[src/design/divCluster_defines.svh]
`ifndef DIVCLUSTER_DEFINES_SVH
`define DIVCLUSTER_DEFINES_SVH

// parallel divide units in the cluster
`define DIV_UNITS 4

// operand and result width
`define DIV_XLEN 32

// sequence number width
`define DIV_SQN_W 6

`endif

[src/design/divPkg.sv]
package divPkg;

    // codes 3 to 7 are illegal
    typedef enum logic [2:0] {
        DIVU = 3'd0,
        REMU = 3'd1,
        SQRT = 3'd2
    } divOp_t;

    typedef enum logic [1:0] {
        NONE     = 2'd0,
        DIV_ZERO = 2'd1,
        ILLEGAL  = 2'd2
    } divFlags_t;

    typedef enum logic [1:0] {
        IDLE = 2'd0,
        RUN  = 2'd1,
        DONE = 2'd2
    } unitState_t;

endpackage

[src/design/divIssue.sv]
`timescale 1ns/1ps
`include "divCluster_defines.svh"

module divIssue (
    input  logic                     clk,
    input  logic                     rst,

    // wishbone classic slave, write only
    input  logic                     cyc,
    input  logic                     stb,
    input  logic                     we,
    input  divPkg::divOp_t           datOp,
    input  logic [`DIV_XLEN-1:0]     datA,
    input  logic [`DIV_XLEN-1:0]     datB,
    input  logic [`DIV_SQN_W-1:0]    datSqN,
    output logic                     ack,

    input  logic                     flushValid,
    input  logic [`DIV_SQN_W-1:0]    flushSqN,

    // shared issue lines to the units
    input  logic [`DIV_UNITS-1:0]    idle,
    output logic [`DIV_UNITS-1:0]    start,
    output divPkg::divOp_t           op,
    output logic [`DIV_XLEN-1:0]     srcA,
    output logic [`DIV_XLEN-1:0]     srcB,
    output logic [`DIV_SQN_W-1:0]    sqN
);

    logic                    accept;
    logic [`DIV_UNITS-1:0]   pick;
    logic [`DIV_SQN_W-1:0]   sqDiff;
    logic                    dropOp;

    // no second accept while ack is still up
    assign accept = cyc && stb && !ack && |idle;
    assign pick   = idle & (~idle + 1'b1);   // lowest idle unit

    // op younger than a flush in the accept cycle
    assign sqDiff = datSqN - flushSqN;
    assign dropOp = flushValid && ($signed(sqDiff) > 0);

    always_ff @(posedge clk) begin
        if (rst) begin
            ack   <= 1'b0;
            start <= '0;
        end else begin
            ack <= accept;
            if (accept && we && !dropOp) begin
                start <= pick;
            end else begin
                start <= '0;
            end
        end
    end

    // issue payload, valid alongside start
    always_ff @(posedge clk) begin
        if (accept) begin
            op   <= datOp;
            srcA <= datA;
            srcB <= datB;
            sqN  <= datSqN;
        end
    end

endmodule

[src/design/divSqrtUnit.sv]
`timescale 1ns/1ps
`include "divCluster_defines.svh"

module divSqrtUnit (
    input  logic                     clk,
    input  logic                     rst,

    input  logic                     start,
    input  divPkg::divOp_t           op,
    input  logic [`DIV_XLEN-1:0]     srcA,
    input  logic [`DIV_XLEN-1:0]     srcB,
    input  logic [`DIV_SQN_W-1:0]    sqN,

    input  logic                     flushValid,
    input  logic [`DIV_SQN_W-1:0]    flushSqN,

    input  logic                     taken,
    output logic                     idle,
    output logic                     done,
    output logic [`DIV_XLEN-1:0]     result,
    output divPkg::divFlags_t        flags,
    output logic [`DIV_SQN_W-1:0]    resSqN
);

    localparam int remWidth = `DIV_XLEN + 2;
    localparam int cntWidth = $clog2(`DIV_XLEN);

    divPkg::unitState_t      state;
    divPkg::divOp_t          opReg;
    logic [`DIV_XLEN-1:0]    divisor;
    logic [`DIV_XLEN-1:0]    acc;        // dividend or radicand, msb first
    logic [`DIV_XLEN-1:0]    part;       // quotient or root
    logic [remWidth-1:0]     rem;
    logic [cntWidth-1:0]     cnt;

    logic                    isSqrt;
    logic [remWidth-1:0]     shifted;
    logic [remWidth-1:0]     subtr;
    logic [remWidth-1:0]     trial;
    logic                    stepOk;

    logic                    legalOp;
    logic                    needRun;
    logic [`DIV_SQN_W-1:0]   heldDiff;
    logic [`DIV_SQN_W-1:0]   newDiff;
    logic                    killHeld;
    logic                    killNew;

    // **************************************************
    // flush compare
    // **************************************************
    assign heldDiff = resSqN - flushSqN;
    assign newDiff  = sqN - flushSqN;
    assign killHeld = flushValid && ($signed(heldDiff) > 0);
    assign killNew  = flushValid && ($signed(newDiff) > 0);

    assign legalOp = op inside {divPkg::DIVU, divPkg::REMU, divPkg::SQRT};
    assign needRun = legalOp && ((op == divPkg::SQRT) || (srcB != '0));

    // **************************************************
    // restoring step, shared by divide and sqrt
    // **************************************************
    always_comb begin
        isSqrt = (opReg == divPkg::SQRT);
        if (isSqrt) begin
            shifted = {rem[remWidth-3:0], acc[`DIV_XLEN-1 -: 2]};
            subtr   = {part, 2'b01};
        end else begin
            shifted = {rem[remWidth-2:0], acc[`DIV_XLEN-1]};
            subtr   = remWidth'(divisor);
        end
        trial  = shifted - subtr;
        stepOk = !trial[remWidth-1];    // no borrow
    end

    always_ff @(posedge clk) begin
        if (rst) begin
            state <= divPkg::IDLE;
        end else begin
            case (state)
                divPkg::IDLE: begin
                    if (start && !killNew) begin
                        state <= needRun ? divPkg::RUN : divPkg::DONE;
                    end
                end
                divPkg::RUN: begin
                    if (killHeld) begin
                        state <= divPkg::IDLE;
                    end else if (cnt == '0) begin
                        state <= divPkg::DONE;
                    end
                end
                divPkg::DONE: begin
                    if (killHeld || taken) begin
                        state <= divPkg::IDLE;
                    end
                end
                default: state <= divPkg::IDLE;
            endcase
        end
    end

    always_ff @(posedge clk) begin
        if (state == divPkg::IDLE && start) begin
            opReg   <= op;
            resSqN  <= sqN;
            divisor <= srcB;
            acc     <= srcA;
            rem     <= '0;
            part    <= '0;
            flags   <= divPkg::NONE;
            if (op == divPkg::SQRT) begin
                cnt <= cntWidth'(`DIV_XLEN / 2 - 1);
            end else begin
                cnt <= cntWidth'(`DIV_XLEN - 1);
            end
            if (!legalOp) begin
                flags <= divPkg::ILLEGAL;
            end else if (op != divPkg::SQRT && srcB == '0) begin
                // all-ones quotient, dividend as remainder
                flags <= divPkg::DIV_ZERO;
                part  <= '1;
                rem   <= remWidth'(srcA);
            end
        end else if (state == divPkg::RUN) begin
            if (isSqrt) begin
                acc <= {acc[`DIV_XLEN-3:0], 2'b00};
            end else begin
                acc <= {acc[`DIV_XLEN-2:0], 1'b0};
            end
            part <= {part[`DIV_XLEN-2:0], stepOk};
            rem  <= stepOk ? trial : shifted;
            cnt  <= cnt - 1'b1;
        end
    end

    assign idle   = (state == divPkg::IDLE);
    assign done   = (state == divPkg::DONE) && !killHeld;  // flushed ops never report
    assign result = (opReg == divPkg::REMU) ? rem[`DIV_XLEN-1:0] : part;

endmodule

[src/design/divWriteback.sv]
`timescale 1ns/1ps
`include "divCluster_defines.svh"

module divWriteback (
    input  logic                                     clk,
    input  logic                                     rst,

    input  logic [`DIV_UNITS-1:0]                    done,
    input  logic [`DIV_UNITS-1:0][`DIV_XLEN-1:0]     result,
    input  divPkg::divFlags_t [`DIV_UNITS-1:0]       flags,
    input  logic [`DIV_UNITS-1:0][`DIV_SQN_W-1:0]    unitSqN,
    output logic [`DIV_UNITS-1:0]                    taken,

    input  logic                                     wbAvail,
    output logic                                     resValid,
    output logic [`DIV_XLEN-1:0]                     resData,
    output divPkg::divFlags_t                        resFlags,
    output logic [`DIV_SQN_W-1:0]                    resSqN
);

    logic                     canLoad;
    logic [`DIV_UNITS-1:0]    pick;
    logic [`DIV_XLEN-1:0]     selData;
    divPkg::divFlags_t        selFlags;
    logic [`DIV_SQN_W-1:0]    selSqN;

    // output register empty or leaving this cycle
    assign canLoad = !resValid || wbAvail;
    assign pick    = done & (~done + 1'b1);   // fixed priority, unit 0 first
    assign taken   = canLoad ? pick : '0;

    always_comb begin
        selData  = '0;
        selFlags = divPkg::NONE;
        selSqN   = '0;
        for (int i = 0; i < `DIV_UNITS; i++) begin
            if (pick[i]) begin
                selData  = result[i];
                selFlags = flags[i];
                selSqN   = unitSqN[i];
            end
        end
    end

    always_ff @(posedge clk) begin
        if (rst) begin
            resValid <= 1'b0;
        end else if (canLoad) begin
            resValid <= |done;
        end
    end

    always_ff @(posedge clk) begin
        if (canLoad && |done) begin
            resData  <= selData;
            resFlags <= selFlags;
            resSqN   <= selSqN;
        end
    end

endmodule

[src/design/divCluster.sv]
`timescale 1ns/1ps
`include "divCluster_defines.svh"

module divCluster (
    input  logic                     clk,
    input  logic                     rst,

    input  logic                     cyc,
    input  logic                     stb,
    input  logic                     we,
    input  divPkg::divOp_t           datOp,
    input  logic [`DIV_XLEN-1:0]     datA,
    input  logic [`DIV_XLEN-1:0]     datB,
    input  logic [`DIV_SQN_W-1:0]    datSqN,
    output logic                     ack,

    input  logic                     flushValid,
    input  logic [`DIV_SQN_W-1:0]    flushSqN,

    input  logic                     wbAvail,
    output logic                     resValid,
    output logic [`DIV_XLEN-1:0]     resData,
    output divPkg::divFlags_t        resFlags,
    output logic [`DIV_SQN_W-1:0]    resSqN
);

    // issue side
    logic [`DIV_UNITS-1:0]                    start;
    logic [`DIV_UNITS-1:0]                    idle;
    divPkg::divOp_t                           op;
    logic [`DIV_XLEN-1:0]                     srcA;
    logic [`DIV_XLEN-1:0]                     srcB;
    logic [`DIV_SQN_W-1:0]                    sqN;

    // writeback side
    logic [`DIV_UNITS-1:0]                    done;
    logic [`DIV_UNITS-1:0]                    taken;
    logic [`DIV_UNITS-1:0][`DIV_XLEN-1:0]     unitResult;
    divPkg::divFlags_t [`DIV_UNITS-1:0]       unitFlags;
    logic [`DIV_UNITS-1:0][`DIV_SQN_W-1:0]    unitSqN;

    divIssue i_issue (
        .clk        (clk),
        .rst        (rst),
        .cyc        (cyc),
        .stb        (stb),
        .we         (we),
        .datOp      (datOp),
        .datA       (datA),
        .datB       (datB),
        .datSqN     (datSqN),
        .ack        (ack),
        .flushValid (flushValid),
        .flushSqN   (flushSqN),
        .idle       (idle),
        .start      (start),
        .op         (op),
        .srcA       (srcA),
        .srcB       (srcB),
        .sqN        (sqN)
    );

    for (genvar g = 0; g < `DIV_UNITS; g++) begin : g_unit
        divSqrtUnit i_unit (
            .clk        (clk),
            .rst        (rst),
            .start      (start[g]),
            .op         (op),
            .srcA       (srcA),
            .srcB       (srcB),
            .sqN        (sqN),
            .flushValid (flushValid),
            .flushSqN   (flushSqN),
            .taken      (taken[g]),
            .idle       (idle[g]),
            .done       (done[g]),
            .result     (unitResult[g]),
            .flags      (unitFlags[g]),
            .resSqN     (unitSqN[g])
        );
    end

    divWriteback i_writeback (
        .clk      (clk),
        .rst      (rst),
        .done     (done),
        .result   (unitResult),
        .flags    (unitFlags),
        .unitSqN  (unitSqN),
        .taken    (taken),
        .wbAvail  (wbAvail),
        .resValid (resValid),
        .resData  (resData),
        .resFlags (resFlags),
        .resSqN   (resSqN)
    );

endmodule

[config.mk]
export PLATFORM = sky130hd
export DESIGN_NAME = divCluster
export DESIGN_NICKNAME = d
export VERILOG_FILES = /design/src/design/divPkg.sv /design/src/design/divIssue.sv /design/src/design/divSqrtUnit.sv /design/src/design/divWriteback.sv /design/src/design/divCluster.sv
export VERILOG_INCLUDE_DIRS = /design/src /design/src/design
export SDC_FILE = /design/constraint.sdc
export NUM_CORES = 2
export LEC_CHECK = 0
export BUFFER_PORTS_ARGS = -buffer_cell sky130_fd_sc_hd__buf_2
export CELL_PAD_IN_SITES_DETAIL_PLACEMENT = 0
export CELL_PAD_IN_SITES_GLOBAL_PLACEMENT = 2
export CORE_MARGIN = 8
export CORE_UTILIZATION = 43
export DETAILED_ROUTE_END_ITERATION = 10
export GPL_ROUTABILITY_DRIVEN = 0
export PLACE_DENSITY = 0.9
export SLEW_MARGIN = 25
export SYNTH_ARGS = -nofsm -noshare
export SYNTH_HDL_FRONTEND = slang
export SYNTH_SLANG_ARGS = --single-unit
[constraint.sdc]
create_clock -name clk -period 7.9 [get_ports clk]
set_input_delay 0.79 -clock clk [delete_from_list [all_inputs] [get_ports clk]]
set_output_delay 0.79 -clock clk [all_outputs]
set_load 0.01 [all_outputs]
==> summary.txt <==
Setup path
  • FF-to-FF setup slack: 2.13 ns
  • Worst Reg-to-Reg Cells: 15
  • Crit Reg-Reg Endpoint: g_unit[2].i_unit.rem[15]
  • Kind of critical path: reg -> reg
  • Crit-path max FO: 99
  • Worst setup SP type: flip-flop
  • Worst Setup SP: g_unit[2].i_unit.opReg[2]
  • Critical Path Sink Type: flip-flop
  • End of the critical path: g_unit[2].i_unit.rem[15]
  • Worst r2r src: g_unit[2].i_unit.opReg[2]
  • Worst EP arrival: 6.23 ns
  • Required time worst endpoint: 8.36 ns

Clock network
  • Post-CTS sizing: 0
  • Clk pin slew, worst setup/hold paths: 0.06 ns
  • CTS Buf Count: 81
  • Clock sinks: 707
  • Max clock buf depth: 3
  • Root buf cell: clkbuf_16
  • Post-CTS Setup Inserts: 0
  • CTS Hold Buffers Added: 0
  • CTS tree: built
  • Depth of the CTS H-tree: 3
  • Skew-Pair Late Insertion Delay: 0.66 ns

STA
  • Period utilisation layout: 0.7305
  • Setup Total Neg Slack: 0 ns
  • Final Critical Period: 5.771 ns
  • Clock skew: 0.02477 ns
  • RSZ-0062 raised after global routing: false
  • Achievable Freq: 173.3 MHz
  • Least-Margin Pin Slew: 1.114 ns
  • Setup-violating endpoint count in the final report: 0
  • Worst Setup Slack, final: 2.129 ns
  • Worst slew margin: 0.2575
  • Hold Vio Cnt, Final: 0
  • Count of pins over their slew limit: 0

Yosys
  • Syn_nets: 4089
  • Sequential area share after synthesis: 0.5044
  • EDFF count, synth: 693
  • Yosys reg bits: 707
  • Fraction of registers with async set/reset: 0
  • Mapped Cells: 3823
  • Post-synth top flop: edfxtp_1
  • Synth Cell Area: 41810 µm²
  • Post-synth cell types: 80
  • YS warnings: 0
  • Mean post-synth cell area: 10.94 µm²

Floorplan
  • Row count: 114
  • Die X: 327.8 µm
  • Starting density of the core: 0.4330
  • Die footprint: 107500 µm²
  • # IOs: 128
  • Die height: 327.8 µm
  • Core footprint: 96570 µm²

Route
  • DR iter-0 viols: 3203
  • Post-route DRC: 0
  • Drt via density: 5.976
  • Antenna Nets Post-Route: 0
  • Via count: 31060
  • Drt pass-1 iters: 8
  • Drt total wl: 132.9 mm
  • Drt wl/cell: 25.56 µm

Job
  • MaxCap Viol Count: 0

Global routing
  • Vias in the first global route: 30270
  • Initial antenna violation count: 5
  • Largest net degree at the start of global routing: 100
  • GRT overflow: 0
  • Overall Global Routing Usage: 0.2404
  • First-pass GRT wire length: 197.6 mm

Placement
  • HPWL after detailed placement: 94.86 mm
  • Setup slack at placement: 2.127 ns
  • I/O Buffers: 127

Min path
  • WHS Path Cells: 1
  • Hold Path Class: in -> reg

Finish
  • Nets@finish: 4120
  • Fin util: 0.4815
  • Fillcell total: 8801
  • Most frequent cells in the layout: edfxtp_1 (693), nand2_1 (587), mux2i_1 (330), o21ai_0 (273), a21oi_1 (269)
  • Layout overhead on the synthesized area: 11.19%
  • Most common cell after layout, fill and taps aside: edfxtp_1
  • Layout cells sized above 1: 0.1472

Power
  • Peak supply drop: 0.0001579 V
  • PD cells: 180.9 nW/µm²
  • Static leakage: 16.91 nW

Status
  • Outcome: complete, no violations
flip-flops by register name, indices dropped and copies added, names as in the netlist, 8 cells and up:
| signal | flops |
|---|---|
| g_unit.i_unit.part | 128 |
| i_writeback.resData | 32 |
| g_unit.i_unit.flags | 8 |
| g_unit.i_unit.rem | 132 |
| g_unit.i_unit.acc | 128 |
| i_issue.srcA | 32 |
| g_unit.i_unit.state | 8 |
| g_unit.i_unit.cnt | 20 |
| g_unit.i_unit.divisor | 128 |
| g_unit.i_unit.resSqN | 24 |
| g_unit.i_unit.opReg | 12 |
| i_issue.srcB | 32 |
metrics by stage:
stage	hold slack [ns]	cell area (µm²)	instances	power (mW)
floorplan	0.4488	41810	3823	4.474
global placement	0.5147	43750	5041	4.626
detailed placement	0.5320	43760	5043	4.630
CTS	0.2630	46420	5191	8.469
global route	0.2786	46480	5195	8.630
finish	0.3097	46490	5198	8.412
how the worst min path moves through the flow:
stage	startpoint	end	slack (ns)
detailed placement	i_writeback.resValid	i_writeback.resValid	0.53
global placement	i_writeback.resValid	i_writeback.resValid	0.51
finish	datB[9]	i_issue.srcB[9]	0.31
floorplan	g_unit[3].i_unit.state[1]	g_unit[3].i_unit.state[0]	0.45
global route	datA[22]	i_issue.srcA[22]	0.28
CTS	datA[17]	i_issue.srcA[17]	0.26
cell type report:
type	instances	area (µm²)	share of cell area
diodes	3	7.507	0.0001615
clock buffers	94	2097	0.04510
clock inverters	54	563.0	0.01211
inverters	75	291.5	0.006271
multi-input cells	2800	19670	0.4230
flip-flops and latches	707	21090	0.4536
well taps	1276	1597	0.03434
repair buffers	189	1181	0.02540
worst max-delay path, stage by stage (launching register included):
cell and delay (ns):
edfxtp_1 0.42, nor3b_2 0.27, buf_12 0.53, mux2_2 0.42, ha_1 0.37, a21o_1 0.21
a21o_1 0.17, a21oi_1 0.19, nor2_1 0.07, a211oi_1 0.26, o21ai_2 0.10, a21oi_1 0.22
o31a_1 0.34, a211o_1 0.81, nand2_1 0.64, a221oi_1 0.44
routing by layer:
| layer | vias up | share of wire | track usage |
|---|---|---|---|
| li1 | 14400 | - | - |
| met1 | 15190 | 0.43 | 0.3280 |
| met2 | 1229 | 0.46 | 0.3819 |
| met3 | 243 | 0.074 | 0.04178 |
| met4 | 0 | 0.040 | 0.09078 |
| met5 | - | 0 | 0 |
kinds of logic after synthesis:
kind of cell,Yosys count,share of synthesized area
AO/OA/AOI/OAI,925,0.1364
XOR/XNOR,140,0.02933
adder cells (fa/ha/maj),180,0.05566
buffers and inverters,316,0.02933
flip-flops,707,0.5044
multiplexers,550,0.1382
AND/OR/NAND/NOR,1005,0.1066
power by group:
| part | leakage, nW | switching (mW) | internal (mW) |
|---|---|---|---|
| Combinational | 9.24 | 0.206 | 0.134 |
| Sequential | 6.38 | 0.0763 | 4.14 |
| Clock | 1.30 | 1.62 | 2.24 |
| Total | 16.9 | 1.90 | 6.51 |
cell usage after synthesis, types with 14 or more instances:
cell type | n | area share
buf_1 | 43 | 0.0039
mux2i_1 | 330 | 0.079
buf_2 | 14 | 0.0017
a211oi_1 | 15 | 0.0027
inv_1 | 72 | 0.0065
xnor2_1 | 87 | 0.018
nand4_1 | 21 | 0.0031
a21o_1 | 82 | 0.015
nor2_1 | 125 | 0.011
o31ai_1 | 15 | 0.0027
nand2_1 | 592 | 0.053
edfxtp_1 | 693 | 0.50
and3_1 | 25 | 0.0037
o21bai_1 | 14 | 0.0025
nand3_1 | 55 | 0.0066
nor2b_1 | 30 | 0.0045
o211ai_1 | 16 | 0.0029
ha_1 | 170 | 0.051
mux2_2 | 220 | 0.059
o21a_1 | 23 | 0.0041
o21ai_1 | 24 | 0.0029
dfxtp_1 | 14 | 0.0067
a222oi_1 | 32 | 0.0077
a31oi_1 | 45 | 0.0067
nand2b_1 | 37 | 0.0055
clkbuf_1 | 172 | 0.015
a21oi_1 | 269 | 0.032
o21ai_0 | 273 | 0.033
nor3_1 | 34 | 0.0041
nor4_1 | 22 | 0.0033
xor2_1 | 53 | 0.011
No activity file was read; power rests on OpenSTA's default activity.
